`config.mk`:
```
export PLATFORM = sky130hd
export DESIGN_NAME = gpio_subsys
export DESIGN_NICKNAME = d
export VERILOG_FILES = /design/src/logic/gpio_pkg.sv /design/src/logic/bus_decode.sv /design/src/logic/input_debounce.sv /design/src/logic/gpio_bank.sv /design/src/logic/bus_respond.sv /design/src/logic/gpio_subsys.sv
export VERILOG_INCLUDE_DIRS = /design/src /design/src/logic
export SDC_FILE = /design/constraint.sdc
export NUM_CORES = 1
export LEC_CHECK = 0
export BUFFER_PORTS_ARGS = -buffer_cell sky130_fd_sc_hd__buf_2
export CORE_MARGIN = 5
export CORE_UTILIZATION = 35
export DETAILED_ROUTE_END_ITERATION = 10
export PLACE_DENSITY = 0.64
export SLEW_MARGIN = 20
export SYNTH_ARGS = -nofsm -noshare
export SYNTH_HDL_FRONTEND = slang
export SYNTH_SLANG_ARGS = --single-unit
export TNS_END_PERCENT = 100
```
`constraint.sdc`:
```
create_clock -name clk -period 3.15 [get_ports clk]
set_input_delay 0.4725 -clock clk [delete_from_list [all_inputs] [get_ports clk]]
set_output_delay 0.4725 -clock clk [all_outputs]
set_load 0.02 [all_outputs]
```
`src/logic/gpio_macros.svh`:
```
// GPIO register map constants

`ifndef GPIO_MACROS_SVH
`define GPIO_MACROS_SVH

// Bus widths
`define GPIO_ADDR_W 8
`define GPIO_DATA_W 16

// Address bit that picks bank 0 or bank 1
`define GPIO_BANK_BIT 5

// Word indices, taken from addr[4:2]
`define GPIO_REG_DATA_IN    3'd0
`define GPIO_REG_DATA_OUT   3'd1
`define GPIO_REG_OE         3'd2
`define GPIO_REG_IRQ_EN     3'd3
`define GPIO_REG_IRQ_STATUS 3'd4

// Cycles an input must hold still before it is accepted
`define GPIO_DEBOUNCE_CYCLES 16

`endif

```
`src/logic/gpio_pkg.sv`:
```
// GPIO bus and access types

`include "gpio_macros.svh"

package gpio_pkg;

   // Request from the bus master, valid is a one-cycle strobe
   typedef struct packed {
      logic                    valid;
      logic                    we;
      logic [`GPIO_ADDR_W-1:0] addr;
      logic [`GPIO_DATA_W-1:0] wdata;
   } bus_req_t;

   // One response per request
   typedef struct packed {
      logic                    valid;
      logic [`GPIO_DATA_W-1:0] rdata;
   } bus_rsp_t;

   // Decoded access for a single bank
   typedef struct packed {
      logic                    rd;
      logic                    wr;
      logic [2:0]              reg_idx;
      logic [`GPIO_DATA_W-1:0] wdata;
   } bank_acc_t;

   // Slider switches on bank 0
   typedef logic [15:0] sw_t;

   // Push buttons on bank 1
   typedef logic [4:0] btn_t;

endpackage

```
`src/logic/bus_decode.sv`:
```
// Bus request decode

`timescale 1ns/1ps
`include "gpio_macros.svh"

module bus_decode (
   input  logic                clk,
   input  logic                i_rst_n,
   input  gpio_pkg::bus_req_t  i_req,
   output gpio_pkg::bank_acc_t o_acc0,
   output gpio_pkg::bank_acc_t o_acc1,
   output logic                o_rd_bank,
   output logic                o_rsp_pend
);

   // Registered request fields
   logic                    req_vld_q;
   logic                    req_we_q;
   logic                    req_bank_q;
   logic [2:0]              req_idx_q;
   logic [`GPIO_DATA_W-1:0] req_wdata_q;

   // **************************************************
   // Request capture
   // **************************************************

   always_ff @(posedge clk or negedge i_rst_n) begin
      if (!i_rst_n) begin
         req_vld_q <= 1'b0;
      end else begin
         req_vld_q <= i_req.valid;
      end
   end

   // Payload only, loaded on every strobe
   always_ff @(posedge clk) begin
      if (i_req.valid) begin
         req_we_q    <= i_req.we;
         req_bank_q  <= i_req.addr[`GPIO_BANK_BIT];
         req_idx_q   <= i_req.addr[4:2];
         req_wdata_q <= i_req.wdata;
      end
   end

   // **************************************************
   // Bank split
   // **************************************************

   always_comb begin
      o_acc0         = '0;
      o_acc1         = '0;
      o_acc0.reg_idx = req_idx_q;
      o_acc1.reg_idx = req_idx_q;
      o_acc0.wdata   = req_wdata_q;
      o_acc1.wdata   = req_wdata_q;
      // Only the selected bank sees a strobe
      o_acc0.rd      = req_vld_q & ~req_we_q & ~req_bank_q;
      o_acc0.wr      = req_vld_q &  req_we_q & ~req_bank_q;
      o_acc1.rd      = req_vld_q & ~req_we_q &  req_bank_q;
      o_acc1.wr      = req_vld_q &  req_we_q &  req_bank_q;
   end

   // Response stage picks its read data with this
   assign o_rd_bank  = req_bank_q;
   assign o_rsp_pend = req_vld_q;

   // Never both banks in one cycle
   a_one_bank: assert property (@(posedge clk) disable iff (!i_rst_n)
      !((o_acc0.rd | o_acc0.wr) && (o_acc1.rd | o_acc1.wr)));

endmodule

```
`src/logic/input_debounce.sv`:
```
// Input synchronizer and debounce

`timescale 1ns/1ps
`include "gpio_macros.svh"

module input_debounce #(
   parameter type T = logic
) (
   input  logic clk,
   input  logic i_rst_n,
   input  T     i_raw,
   output T     o_clean
);

   localparam int CNT_W = $clog2(`GPIO_DEBOUNCE_CYCLES + 1);
   localparam logic [CNT_W-1:0] CNT_MAX = CNT_W'(`GPIO_DEBOUNCE_CYCLES);

   // Two-flop synchronizer
   T sync1_q;
   T sync2_q;

   // Stability counter, saturates at CNT_MAX
   logic [CNT_W-1:0] cnt_q;

   // Accepted value
   T clean_q;

   // **************************************************
   // Synchronizer
   // **************************************************

   always_ff @(posedge clk or negedge i_rst_n) begin
      if (!i_rst_n) begin
         sync1_q <= '0;
         sync2_q <= '0;
      end else begin
         sync1_q <= i_raw;
         sync2_q <= sync1_q;
      end
   end

   // **************************************************
   // Stability count and load
   // **************************************************

   always_ff @(posedge clk or negedge i_rst_n) begin
      if (!i_rst_n) begin
         cnt_q   <= '0;
         clean_q <= '0;
      end else begin
         // sync2 is about to take a new value, start over
         if (sync1_q != sync2_q) begin
            cnt_q <= '0;
         end else if (cnt_q != CNT_MAX) begin
            cnt_q <= cnt_q + 1'b1;
         end
         // Held long enough
         if (cnt_q == CNT_MAX) begin
            clean_q <= sync2_q;
         end
      end
   end

   assign o_clean = clean_q;

endmodule

```
`src/logic/gpio_bank.sv`:
```
// GPIO bank registers

`timescale 1ns/1ps
`include "gpio_macros.svh"

module gpio_bank #(
   parameter int IN_W = 16
) (
   input  logic                    clk,
   input  logic                    i_rst_n,
   input  gpio_pkg::bank_acc_t     i_acc,
   input  logic [IN_W-1:0]         i_pins,
   output logic [`GPIO_DATA_W-1:0] o_rdata,
   output logic [`GPIO_DATA_W-1:0] o_pins,
   output logic [`GPIO_DATA_W-1:0] o_pins_oe,
   output logic [`GPIO_DATA_W-1:0] o_irq_vec
);

   localparam int DW = `GPIO_DATA_W;

   // Software visible registers
   logic [DW-1:0]   out_q;
   logic [DW-1:0]   oe_q;
   logic [DW-1:0]   ien_q;
   logic [DW-1:0]   sts_q;

   // Previous debounced input for edge detect
   logic [IN_W-1:0] pins_prev_q;

   // Write strobes per register
   logic            wr_out;
   logic            wr_oe;
   logic            wr_ien;
   logic            wr_sts;

   // Bits that moved this cycle, zero-extended
   logic [DW-1:0]   change;
   logic [DW-1:0]   sts_clr;

   assign wr_out = i_acc.wr && (i_acc.reg_idx == `GPIO_REG_DATA_OUT);
   assign wr_oe  = i_acc.wr && (i_acc.reg_idx == `GPIO_REG_OE);
   assign wr_ien = i_acc.wr && (i_acc.reg_idx == `GPIO_REG_IRQ_EN);
   assign wr_sts = i_acc.wr && (i_acc.reg_idx == `GPIO_REG_IRQ_STATUS);

   assign change  = DW'(i_pins ^ pins_prev_q);
   // Write 1 to clear
   assign sts_clr = wr_sts ? i_acc.wdata : '0;

   // **************************************************
   // Register updates
   // **************************************************

   always_ff @(posedge clk or negedge i_rst_n) begin
      if (!i_rst_n) begin
         out_q       <= '0;
         oe_q        <= '0;
         ien_q       <= '0;
         sts_q       <= '0;
         pins_prev_q <= '0;
      end else begin
         if (wr_out) begin
            out_q <= i_acc.wdata;
         end
         if (wr_oe) begin
            oe_q <= i_acc.wdata;
         end
         if (wr_ien) begin
            ien_q <= i_acc.wdata;
         end
         // A new change beats a clear on the same bit
         sts_q       <= (sts_q & ~sts_clr) | change;
         pins_prev_q <= i_pins;
      end
   end

   // **************************************************
   // Read mux
   // **************************************************

   // Zero unless this bank is read, so writes return 0
   always_comb begin
      o_rdata = '0;
      if (i_acc.rd) begin
         case (i_acc.reg_idx)
            `GPIO_REG_DATA_IN:    o_rdata = DW'(i_pins);
            `GPIO_REG_DATA_OUT:   o_rdata = out_q;
            `GPIO_REG_OE:         o_rdata = oe_q;
            `GPIO_REG_IRQ_EN:     o_rdata = ien_q;
            `GPIO_REG_IRQ_STATUS: o_rdata = sts_q;
            default:              o_rdata = '0;
         endcase
      end
   end

   assign o_pins    = out_q;
   assign o_pins_oe = oe_q;
   assign o_irq_vec = sts_q & ien_q;

   // Decode hands over a read or a write, never both
   a_rd_wr_excl: assert property (@(posedge clk) disable iff (!i_rst_n)
      !(i_acc.rd && i_acc.wr));

endmodule

```
`src/logic/bus_respond.sv`:
```
// Response and interrupt stage

`timescale 1ns/1ps
`include "gpio_macros.svh"

module bus_respond (
   input  logic                    clk,
   input  logic                    i_rst_n,
   input  logic                    i_rsp_pend,
   input  logic                    i_rd_bank,
   input  logic [`GPIO_DATA_W-1:0] i_rdata0,
   input  logic [`GPIO_DATA_W-1:0] i_rdata1,
   input  logic [`GPIO_DATA_W-1:0] i_irq_vec0,
   input  logic [`GPIO_DATA_W-1:0] i_irq_vec1,
   output gpio_pkg::bus_rsp_t      o_rsp,
   output logic                    o_irq
);

   logic                    rsp_vld_q;
   logic [`GPIO_DATA_W-1:0] rdata_q;
   logic                    irq_q;

   // Control flops
   always_ff @(posedge clk or negedge i_rst_n) begin
      if (!i_rst_n) begin
         rsp_vld_q <= 1'b0;
         irq_q     <= 1'b0;
      end else begin
         rsp_vld_q <= i_rsp_pend;
         // Any masked bit in either bank
         irq_q     <= |(i_irq_vec0 | i_irq_vec1);
      end
   end

   // Read data from the addressed bank
   always_ff @(posedge clk) begin
      if (i_rsp_pend) begin
         rdata_q <= i_rd_bank ? i_rdata1 : i_rdata0;
      end
   end

   assign o_rsp.valid = rsp_vld_q;
   assign o_rsp.rdata = rdata_q;
   assign o_irq       = irq_q;

   // One response per pending access, exactly a cycle later
   a_rsp_follows: assert property (@(posedge clk) disable iff (!i_rst_n)
      i_rsp_pend |=> o_rsp.valid);

endmodule

```
`src/logic/gpio_subsys.sv`:
```
// GPIO subsystem top

`timescale 1ns/1ps

module gpio_subsys (
   input  logic               clk,
   input  logic               i_rst_n,
   input  gpio_pkg::bus_req_t i_req,
   output gpio_pkg::bus_rsp_t o_rsp,
   input  gpio_pkg::sw_t      i_sw,
   input  gpio_pkg::btn_t     i_btn,
   output logic [15:0]        o_led,
   output logic [15:0]        o_led_oe,
   output logic [15:0]        o_seg,
   output logic [15:0]        o_seg_oe,
   output logic               o_irq
);

   // Decoded accesses
   gpio_pkg::bank_acc_t acc0;
   gpio_pkg::bank_acc_t acc1;
   logic                rd_bank;
   logic                rsp_pend;

   // Debounced inputs
   gpio_pkg::sw_t       sw_clean;
   gpio_pkg::btn_t      btn_clean;

   // Bank to response stage
   logic [15:0]         rdata0;
   logic [15:0]         rdata1;
   logic [15:0]         irq_vec0;
   logic [15:0]         irq_vec1;

   // **************************************************
   // Input side
   // **************************************************

   bus_decode u_decode (
      .clk        (clk),
      .i_rst_n    (i_rst_n),
      .i_req      (i_req),
      .o_acc0     (acc0),
      .o_acc1     (acc1),
      .o_rd_bank  (rd_bank),
      .o_rsp_pend (rsp_pend)
   );

   input_debounce #(.T(gpio_pkg::sw_t)) sw_db (
      .clk     (clk),
      .i_rst_n (i_rst_n),
      .i_raw   (i_sw),
      .o_clean (sw_clean)
   );

   input_debounce #(.T(gpio_pkg::btn_t)) btn_db (
      .clk     (clk),
      .i_rst_n (i_rst_n),
      .i_raw   (i_btn),
      .o_clean (btn_clean)
   );

   // **************************************************
   // Banks
   // **************************************************

   // Switches in, LEDs out
   gpio_bank #(.IN_W($bits(gpio_pkg::sw_t))) bank0 (
      .clk       (clk),
      .i_rst_n   (i_rst_n),
      .i_acc     (acc0),
      .i_pins    (sw_clean),
      .o_rdata   (rdata0),
      .o_pins    (o_led),
      .o_pins_oe (o_led_oe),
      .o_irq_vec (irq_vec0)
   );

   // Buttons in, anodes and segments out
   gpio_bank #(.IN_W($bits(gpio_pkg::btn_t))) bank1 (
      .clk       (clk),
      .i_rst_n   (i_rst_n),
      .i_acc     (acc1),
      .i_pins    (btn_clean),
      .o_rdata   (rdata1),
      .o_pins    (o_seg),
      .o_pins_oe (o_seg_oe),
      .o_irq_vec (irq_vec1)
   );

   // **************************************************
   // Output side
   // **************************************************

   bus_respond u_respond (
      .clk        (clk),
      .i_rst_n    (i_rst_n),
      .i_rsp_pend (rsp_pend),
      .i_rd_bank  (rd_bank),
      .i_rdata0   (rdata0),
      .i_rdata1   (rdata1),
      .i_irq_vec0 (irq_vec0),
      .i_irq_vec1 (irq_vec1),
      .o_rsp      (o_rsp),
      .o_irq      (o_irq)
   );

endmodule

```
==> results of run 1 <==
[Yosys cell counts (6+ instances only)]
library cell	number
a22o_1	11
buf_2	8
o2bb2ai_1	20
dfrtp_1	225
clkbuf_1	10
a22oi_1	16
mux2_2	97
o22ai_1	16
nor2_1	10
mux2_4	20
a221oi_1	31
edfxtp_1	37
a21o_1	21
buf_4	7
nand2_1	22
a21boi_0	11
xor2_1	44
xnor2_1	6
mux2i_1	23
[logic make-up after synthesis]
| family | count (synthesis) | share of synthesized area, % |
|---|---|---|
| AND/OR/NAND/NOR | 76 | 4.78 |
| multiplexers | 140 | 15.3 |
| flip-flops | 262 | 63.5 |
| XOR/XNOR | 50 | 4.12 |
| buffers and inverters | 37 | 2.31 |
| AO/OA/AOI/OAI | 128 | 9.54 |
| adder cells (fa/ha/maj) | 4 | 0.471 |
[final timing paths]
kind | startpoint | endpoint | slack [ns] | depth (start not counted)
min | i_rst_n | bank0.o_pins[1]$_DFFE_PN0P_ | -0.06 | 1
max | u_decode.req_idx_q[2]$_DFFE_PP_ | u_respond.rdata_q[11]$_DFFE_PP_ | 0.84 | 5
min reg2reg | sw_db.sync1_q[5]$_DFF_PN0_ | sw_db.sync2_q[5]$_DFF_PN0_ | 0.39 | 0
max reg2reg | u_decode.req_idx_q[2]$_DFFE_PP_ | u_respond.rdata_q[11]$_DFFE_PP_ | 0.84 | 5
max in group asynchronous | i_rst_n | sw_db.o_clean[10]$_DFFE_PN0N_ | 2.26 | 2
min in group clk | i_sw[12] | sw_db.sync1_q[12]$_DFF_PN0_ | 0.04 | 1
[power by group]
part	total (mW)	switching [mW]	leakage [nW]	internal, mW
Combinational	1.34	0.750	2.27	0.593
Clock	3.22	1.31	0.446	1.91
Sequential	4.24	0.395	3.30	3.84
Total	8.80	2.46	6.02	6.34
[layer usage]
layer | up-vias | share of wire, % | global-route usage (%) | wire [µm]
met5 | - | 0.040 | 0 | 11
met4 | 2 | 2.4 | 4.32 | 663
met3 | 50 | 6.6 | 3.79 | 1790
met2 | 200 | 47 | 25.6 | 12800
met1 | 3363 | 44 | 22.0 | 11900
li1 | 2911 | - | - | -
[placed cells by master (no fill, tap or decap), types with 10 or more instances in the layout]
master	synthesis	layout
a21o_1	21	21
o2bb2ai_1	20	20
dfrtp_1	225	225
xor2_1	44	44
clkbuf_16	0	30
a22o_1	11	11
a221oi_1	31	31
buf_2	8	125
a22oi_1	16	16
nor2_1	10	10
buf_4	7	23
o22ai_1	16	16
a21boi_0	11	11
nand2_1	22	22
mux2_2	97	97
mux2_4	20	20
edfxtp_1	37	37
mux2i_1	23	23
[final cells by class]
type | count | area (µm²) | area share [%]
clock buffers | 42 | 836 | 6.61
clock inverters | 8 | 71.3 | 0.564
inverters | 4 | 15.0 | 0.119
multi-input cells | 398 | 3650 | 28.9
flip-flops and latches | 262 | 6740 | 53.3
well taps | 390 | 488 | 3.86
repair buffers | 150 | 833 | 6.59
==> impl_metrics.env, run 1 <==
export IMPL_status="finished, violations left"
export IMPL_violations="hold timing"
export IMPL_die_y_um=184
export IMPL_fillers=2769
export IMPL_synth_seq_area_share_pct=63.5
export IMPL_place_area_mm2=0.0117
export IMPL_path_class="flip-flop to flip-flop"
export IMPL_start_util_pct=35.6
export IMPL_synthTopCellsByArea="dfrtp_1 53%, edfxtp_1 10%, mux2_2 10%, xor2_1 3.6%, mux2_4 2.8%"
export IMPL_htreeDepth=1
export IMPL_final_core_util_pct=42.4
export IMPL_routedWlPerCell_um=21.7
export IMPL_ant_nets=0
export IMPL_grt_usage_pct=16.0
export IMPL_clock_sinks=262
export IMPL_grt_pass1_vias=6871
export IMPL_rows=63
export IMPL_synthDistinctLibCells=48
export IMPL_setup_viol=0
export IMPL_start_kind="flip-flop"
export IMPL_slew_viol_final=0
export IMPL_grt_antenna_before_repair=1
export IMPL_portBuffers=126
export IMPL_grt_pass1_wl_mm=42.0
export IMPL_core_mm2=0.0298
export IMPL_power_mw=8.80
export IMPL_slowest_delay_ns=0.70
export IMPL_p_leak_nw=6.02
export IMPL_hold_path_class="input pin to asynchronous set/reset pin"
export IMPL_synth_area_mm2=0.0106
export IMPL_vias=6526
export IMPL_ctsHoldBuffers=0
export IMPL_grt_ovfl_total=0
export IMPL_root_buffer="clkbuf_16"
export IMPL_yosys_warnings=0
export IMPL_setup_tns_ns=0
export IMPL_syn_area_per_cell_um2=15.2
export IMPL_critPathCaptureType="flip-flop"
export IMPL_layout_setup_ws_ns=0.840
export IMPL_instances_no_fill=1254
export IMPL_syn_nets=750
export IMPL_async_reset_ff_share_pct=85.9
export IMPL_critical_path_required_ns=3.48
export IMPL_drv_cap=0
export IMPL_clk_pin_slew_worst_paths_ns=0.06
export IMPL_synth_ff_type="dfrtp_1"
export IMPL_syn2layout_area_growth_pct=19.0
export IMPL_gp_congestion=0.814
export IMPL_nets=896
export IMPL_insertion_delay_ns=0.54
export IMPL_ir_drop_mv=0.475
export IMPL_worst_pin_slew_ns=0.912
export IMPL_drt_iter0_drc=386
export IMPL_die_w_um=184
export IMPL_dp_cells=1204
export IMPL_path_max_fanout=13
export IMPL_synth_top_area_share_pct=53.0
export IMPL_final_cell_area_mm2=0.0126
export IMPL_synth_edff_count=37
export IMPL_io_pins=131
export IMPL_rsz0062_at_grt="no"
export IMPL_diodes=0
export IMPL_post_cts_resized=0
export IMPL_synthCells=697
export IMPL_hpwl_mm=19.0
export IMPL_firstDrtPassIters=4
export IMPL_crit_family="simple AND/OR/NAND/NOR gates"
export IMPL_slowest_stage="nor3b_4"
export IMPL_post_route_period_util_pct=73.3
export IMPL_hold_violations=19
export IMPL_cp_arrival_ns=2.64
export IMPL_postCtsSetupRepairBufs=0
export IMPL_period_needed_ns=2.31
export IMPL_drc=0
export IMPL_ys_ff_latch=262
export IMPL_powerDensity_mw_per_mm2=696
export IMPL_slew_headroom_pct=38.9
export IMPL_synth_area_leader_cell="dfrtp_1"
export IMPL_crit_chain="nor3b_4, buf_4, o2bb2ai_1, a221oi_1, o22ai_1"
export IMPL_vias_per_cell=5.20
export IMPL_fmax_ghz=0.433
export IMPL_clock_path_buffers=3
export IMPL_timing_hold_ws_ns=-0.0622
export IMPL_wl_mm=27.2
export IMPL_die_area_mm2=0.0339
export IMPL_clock_skew_ns=0.0128
export IMPL_cts_buffers_inserted=27
export IMPL_cts_tree="done"
export IMPL_timing_critical_path_buf_inv=1
export IMPL_drive_gt1_share_pct=37.6
export IMPL_pre_cts_ws_ns=0.876
export IMPL_grt_max_degree=100
(Power assumes the default switching activity.)
==> run 2: changes to the inputs <==
Settings changed: ABC_AREA from default to 1.
Clock period 3.15 ns to 2.2 ns, I/O delays scaled along.
==> run 2 against run 1 <==
Clock skew decreased by 0.0016 ns; non-clock buffer count increased by 39; fmax increased by 15%; routed wire length increased by 4.6%; highest routed layer is now met4; sequential power increased by 40%; sequential cell count unchanged; clock-buffer cell count decreased by 8; the run now ends clean; critical path depth increased by 2; final cell count increased by 39%; worst setup slack got worse by 0.65 ns; synthesized cell count increased by 67%.
==> impl_metrics.env, run 2 <==
export IMPL_syn_area_per_cell_um2=9.34
export IMPL_vias=8368
export IMPL_async_reset_ff_share_pct=85.9
export IMPL_path_class="flip-flop to flip-flop"
export IMPL_drv_cap=0
export IMPL_clockPowerShare_pct=35.9
export IMPL_cts_buffers_inserted=26
export IMPL_syn2layout_area_growth_pct=21.9
export IMPL_critPathCaptureType="flip-flop"
export IMPL_r2r_start="u_decode.req_idx_q[1]$_DFFE_PP_"
export IMPL_powerDensity_mw_per_mm2=920
export IMPL_synth_most_common_cell="nand2_1"
export IMPL_hold_path_endpoint="u_decode.req_wdata_q[0]$_DFFE_PP_"
export IMPL_synth_edff_count=37
export IMPL_wl_mm=28.4
export IMPL_synthDistinctLibCells=27
export IMPL_portBuffers=126
export IMPL_htreeDepth=1
export IMPL_reg2reg_to="bank0.o_pins_oe[12]$_DFFE_PN0P_"
export IMPL_die_w_um=186
export IMPL_drc=0
export IMPL_nets=1383
export IMPL_layout_common_cells="362 x nand2_1, 225 x dfrtp_1, 125 x buf_2"
export IMPL_drive_gt1_share_pct=15.7
export IMPL_clock_sinks=262
export IMPL_core_mm2=0.0306
export IMPL_grt_pass1_wl_mm=45.2
export IMPL_clock_skew_ns=0.0111
export IMPL_worst_pin_slew_ns=0.698
export IMPL_drt_iter0_drc=638
export IMPL_clock_path_buffers=3
export IMPL_syn_nets=1214
export IMPL_p_comb_share_pct=15.2
export IMPL_hpwl_mm=20.1
export IMPL_period_needed_ns=2.01
export IMPL_die_y_um=186
export IMPL_hold_path_class="input pin to flip-flop"
export IMPL_grt_ovfl_total=0
export IMPL_yosys_warnings=0
export IMPL_p_sw_mw=3.55
export IMPL_grt_max_degree=66
export IMPL_p_seq_share_pct=48.9
export IMPL_synth_seq_area_share_pct=62.1
export IMPL_firstDrtPassIters=5
export IMPL_holdPathStages=1
export IMPL_path_max_fanout=34
export IMPL_ff2ff_path_depth=7
export IMPL_start_kind="flip-flop"
export IMPL_synth_top_area_share_pct=51.9
export IMPL_synth_area_leader_cell="dfrtp_1"
export IMPL_hold_violations=0
export IMPL_grt_usage_pct=16.4
export IMPL_synthTopCellsByArea="dfrtp_1 52%, nand2_1 13%, edfxtp_1 10%, o21ai_0 5.6%, inv_1 3.4%"
export IMPL_rsz0062_at_grt="no"
export IMPL_slew_viol_final=0
export IMPL_io_pins=131
export IMPL_synth_area_mm2=0.0108
export IMPL_synthCells=1161
export IMPL_grt_pass1_vias=8085
export IMPL_hp_start="i_req[0]"
export IMPL_gp_congestion=0.869
export IMPL_ant_nets=0
export IMPL_status="finished, final reports clean"
export IMPL_r2r_setup_slack_ns=0.19
export IMPL_grt_antenna_before_repair=0
export IMPL_sw_frac_of_total_pct=29.2
export IMPL_routedWlPerCell_um=16.3
export IMPL_synth_ff_type="dfrtp_1"
export IMPL_power_mw=12.2
export IMPL_start_util_pct=35.5
export IMPL_timing_hold_ws_ns=0.0268
export IMPL_internal_power_mw=8.62
export IMPL_setup_viol=0
export IMPL_vias_per_cell=4.79
export IMPL_p_leak_nw=6.63
export IMPL_cp_arrival_ns=2.40
export IMPL_insertion_delay_ns=0.53
export IMPL_die_area_mm2=0.0346
export IMPL_final_common_cell="nand2_1"
export IMPL_cts_tree="done"
export IMPL_clk_pin_slew_worst_paths_ns=0.06
export IMPL_critical_path_required_ns=2.59
export IMPL_synth_common_cells="362 x nand2_1, 225 x dfrtp_1, 122 x o21ai_0, 99 x inv_1, 57 x o21ai_1"
export IMPL_post_route_period_util_pct=91.5
export IMPL_ir_drop_mv=0.472
export IMPL_slew_headroom_pct=53.4
export IMPL_rows=64
export IMPL_ys_ff_latch=262
export IMPL_fmax_ghz=0.497
export IMPL_root_buffer="clkbuf_16"
export IMPL_diodes=0
==> run 2: what timing repair did <==
| action | in CTS | in global routing |
|---|---|---|
| endpoints found under the setup margin | 16 | 62 |
| resized for setup | 1 | 3 |
| hold buffers | 39 | 0 |
| endpoints found under the hold margin | 98 | 0 |
| pin swaps | 0 | 1 |
| buffers inserted | 0 | 2 |
==> run 2: critical path, cell delays in order, from the launching register on <==
cell      delay, ns
edfxtp_1       0.45
buf_6          0.32
nand2_2        0.24
inv_2          0.34
nand2_1        0.11
buf_4          0.25
nand2_1        0.08
o21ai_0        0.08
==> run 2: cell families (layout without fill, tap and decap cells) <==
logic type | Yosys count | in the layout | synth area share, %
flip-flops | 262 | 262 | 62.1
multiplexers | 4 | 4 | 0.415
XOR/XNOR | 32 | 32 | 2.58
buffers and inverters | 153 | 342 | 5.79
AO/OA/AOI/OAI | 190 | 190 | 8.77
AND/OR/NAND/NOR | 516 | 516 | 19.8
adder cells (fa/ha/maj) | 4 | 4 | 0.461
==> run 2: final cells by class <==
class                   count  area [µm²]
inverters                 105         397
clock buffers              34         712
fillers                  2969       17400
multi-input cells         746        3500
well taps                 396         495
clock inverters            14         129
repair buffers            189        1250
flip-flops and latches    262        6740
==> run 2: how the worst max path moves through the flow <==
stage / from / endpoint / slack [ns] / cells past startpoint
2_1_floorplan: u_decode.o_rsp_pend$_DFF_PN0_ / u_respond.rdata_q[11]$_DFFE_PP_ / 0.58 / 5
3_3_place_gp: u_decode.req_idx_q[1]$_DFFE_PP_ / bank1.o_pins_oe[6]$_DFFE_PN0P_ / 0.05 / 6
3_5_place_dp: u_decode.req_idx_q[1]$_DFFE_PP_ / bank1.o_pins_oe[5]$_DFFE_PN0P_ / -0.06 / 5
4_1_cts: u_decode.req_idx_q[0]$_DFFE_PP_ / u_respond.rdata_q[6]$_DFFE_PP_ / 0.01 / 5
5_1_grt: u_decode.req_idx_q[1]$_DFFE_PP_ / bank1.o_pins_oe[3]$_DFFE_PN0P_ / 0.03 / 6
6_report: u_decode.req_idx_q[1]$_DFFE_PP_ / bank0.o_pins_oe[12]$_DFFE_PN0P_ / 0.19 / 7
==> run 2: per-stage QoR <==
step | std cells | setup TNS [ns] | instance area [µm²] | utilization, % | setup WS, ns
final | 1746 | 0 | 13200 | 43.2 | 0.187
after CTS | 1744 | 0 | 13200 | 43.1 | 0.0129
after global routing | 1746 | 0 | 13200 | 43.2 | 0.0275
after floorplan | 1161 | 0 | 10800 | - | 0.579
after global placement | 1657 | 0 | 12000 | 39.1 | 0.0481
after detailed placement | 1657 | -0.293 | 12000 | 39.1 | -0.0563
==> run 2: power groups by stage <==
stage               clock (mW)  sequential, mW  combinational, mW
floorplan                    0            6.31              0.659
global placement             0            6.02               1.76
detailed placement           0            6.03               1.81
CTS                       4.45            5.95               1.87
global route              4.67            6.03               2.06
finish                    4.37            5.95               1.85
==> run 2: routing by layer <==
metal  vias up  wire [µm]  track usage, %
li1       4095          -               -
met1      3953      13000            23.9
met2       275      12500            25.0
met3        45       2280            3.50
met4         0        686            4.46
met5         -          0               0
==> run 3: changes to the inputs <==
Settings changed: ABC_AREA 1 to default, PLACE_DENSITY 0.64 to 0.57.
==> run 3 against run 2 <==
Routed wire length is 3.4% lower; sequential share of layout area is 0.57 points lower; first-iteration DRC count is 50% lower; critical path type unchanged; clock skew is 0.0010 ns lower; via count is 21% lower; clock-buffer cell count is 11 higher; register-to-register slack worse by 0.06 ns; critical path depth is 1 lower; power is 6.1% higher.
==> impl_metrics.env, run 3 (synthesized netlist as in run 1, its figures left out) <==
export IMPL_drt_iter0_drc=320
export IMPL_vias_per_cell=5.00
export IMPL_path_class="flip-flop to flip-flop"
export IMPL_portBuffers=126
export IMPL_p_comb_share_pct=15.5
export IMPL_grt_max_degree=58
export IMPL_layout_setup_ws_ns=0.123
export IMPL_slew_headroom_pct=43.5
export IMPL_pre_cts_ws_ns=0.133
export IMPL_final_cell_area_mm2=0.0134
export IMPL_root_buffer="clkbuf_16"
export IMPL_nets=961
export IMPL_cp_arrival_ns=2.35
export IMPL_grt_pass1_wl_mm=42.1
export IMPL_final_core_util_pct=44.9
export IMPL_vias=6601
export IMPL_grt_antenna_before_repair=0
export IMPL_slowest_stage="edfxtp_1"
export IMPL_grt_usage_pct=16.0
export IMPL_die_area_mm2=0.0339
export IMPL_crit_path_frequent_cell="buf_4"
export IMPL_grt_pass1_vias=6857
export IMPL_cts_buffers_inserted=29
export IMPL_clock_skew_ns=0.0101
export IMPL_ir_drop_mv=0.534
export IMPL_cts_tree="done"
export IMPL_place_area_mm2=0.0120
export IMPL_diodes=0
export IMPL_hold_path_class="input pin to flip-flop"
export IMPL_status="finished, final reports clean"
export IMPL_clock_path_buffers=3
export IMPL_clk_pin_slew_worst_paths_ns=0.06
export IMPL_p_leak_nw=6.34
export IMPL_fmax_ghz=0.481
export IMPL_instances_no_fill=1321
export IMPL_dr_wl_met2_mm=13.2
export IMPL_p_seq_share_pct=47.0
export IMPL_timing_critical_path_buf_inv=2
export IMPL_dp_cells=1224
export IMPL_slowest_delay_ns=0.39
export IMPL_clockPowerShare_pct=37.4
export IMPL_drive_gt1_share_pct=37.3
export IMPL_grt_ovfl_total=0
export IMPL_hpwl_mm=19.4
export IMPL_setup_viol=0
export IMPL_htreeDepth=1
export IMPL_r2r_setup_slack_ns=0.12
export IMPL_post_cts_resized=0
export IMPL_hold_violations=0
export IMPL_core_mm2=0.0298
export IMPL_io_pins=131
export IMPL_syn2layout_area_growth_pct=26.0
export IMPL_wl_mm=27.5
export IMPL_sw_frac_of_total_pct=27.6
export IMPL_drc=0
export IMPL_clock_sinks=262
export IMPL_dr_max_layer_used="met4"
export IMPL_rsz0062_at_grt="no"
export IMPL_powerDensity_mw_per_mm2=965
export IMPL_worst_pin_slew_ns=0.845
export IMPL_slew_viol_final=0
export IMPL_postCtsSetupRepairBufs=0
export IMPL_setup_tns_ns=0
export IMPL_rows=63
export IMPL_post_route_period_util_pct=94.4
export IMPL_fillers=2758
export IMPL_wl_met3_mm=1.62
export IMPL_timing_hold_ws_ns=0.304
export IMPL_path_max_fanout=16
export IMPL_insertion_delay_ns=0.54
export IMPL_die_w_um=184
export IMPL_met1_length_mm=12.1
export IMPL_crit_family="buffers and inverters"
export IMPL_critPathCaptureType="flip-flop"
export IMPL_gp_congestion=0.795
export IMPL_start_kind="flip-flop"
export IMPL_critical_path_required_ns=2.47
export IMPL_layout_common_cells="225 x dfrtp_1, 125 x buf_2, 97 x mux2_2"
export IMPL_routedWlPerCell_um=20.8
export IMPL_die_y_um=184
export IMPL_internal_power_mw=9.34
export IMPL_p_sw_mw=3.57
export IMPL_power_mw=12.9
export IMPL_drv_cap=0
export IMPL_crit_chain="buf_4, buf_4, mux2i_1, o2bb2ai_1, a221oi_1, o22ai_1"
export IMPL_period_needed_ns=2.08
export IMPL_ant_nets=0
export IMPL_start_util_pct=35.6
export IMPL_firstDrtPassIters=4
export IMPL_final_common_cell="dfrtp_1"
[run 3: changes by cell type in the layout (fill, tap and decap cells not counted), sizes merged, moves of 23 or more]
cell    delta
a221oi    +31
inv      -101
mux2     +113
mux2i     +23
nand2    -345
nand3     -46
nand4     -33
nor2      -39
o21ai    -178
xor2      +34
[run 3: path summary, 6_finish.rpt]
path / startpoint / end / depth (start not counted)
max in group asynchronous: i_rst_n / bank1.o_pins[6]$_DFFE_PN0P_ / 3
min in group asynchronous: i_rst_n / bank0.o_pins_oe[14]$_DFFE_PN0P_ / 2
hold reg to reg: sw_db.sync1_q[8]$_DFF_PN0_ / sw_db.sync2_q[8]$_DFF_PN0_ / 0
setup / recovery: u_decode.req_idx_q[1]$_DFFE_PP_ / u_respond.rdata_q[13]$_DFFE_PP_ / 6
hold / removal: i_req[25] / u_decode.o_rsp_pend$_DFF_PN0_ / 1
setup reg to reg: u_decode.req_idx_q[1]$_DFFE_PP_ / u_respond.rdata_q[13]$_DFFE_PP_ / 6
[run 3: power groups by stage]
| stage | registers, mW | logic (mW) | clock network (mW) |
|---|---|---|---|
| 6_report | 6.08 | 2.00 | 4.83 |
| 4_1_cts | 6.08 | 2.05 | 4.96 |
| 3_3_place_gp | 6.16 | 1.96 | 0 |
| 3_5_place_dp | 6.17 | 1.99 | 0 |
| 2_1_floorplan | 6.38 | 0.808 | 0 |
| 5_1_grt | 6.15 | 2.16 | 5.15 |
[run 3: final cells by class]
cell class                      instances  area (µm²)  share of cell area, %
Inverter                                4        15.0                  0.112
Timing Repair Buffer                  213        1510                   11.3
Multi-Input combinational cell        398        3650                   27.3
Tap cell                              390         488                   3.65
Clock inverter                          9         105                  0.786
Sequential cell                       262        6740                   50.4
Clock buffer                           45         857                   6.41
[run 3: worst register-to-register path, delay by kind of cell, from the launching register on]
kind	cells	cell delay, ns
AO/OA/AOI/OAI	3	0.58
buffers and inverters	2	0.61
flip-flops	1	0.39
multiplexers	1	0.23
[run 3: per-layer routing]
metal | global-route usage [%] | vias up
met3 | 3.26 | 35
met2 | 26.4 | 166
li1 | - | 3033
met4 | 3.34 | 0
met5 | 0 | -
met1 | 22.1 | 3367
[run 3: timing repair]
| action | CTS | global route |
|---|---|---|
| hold buffers | 43 | 0 |
| setup endpoints to repair | 0 | 0 |
| hold endpoints to repair | 92 | 0 |
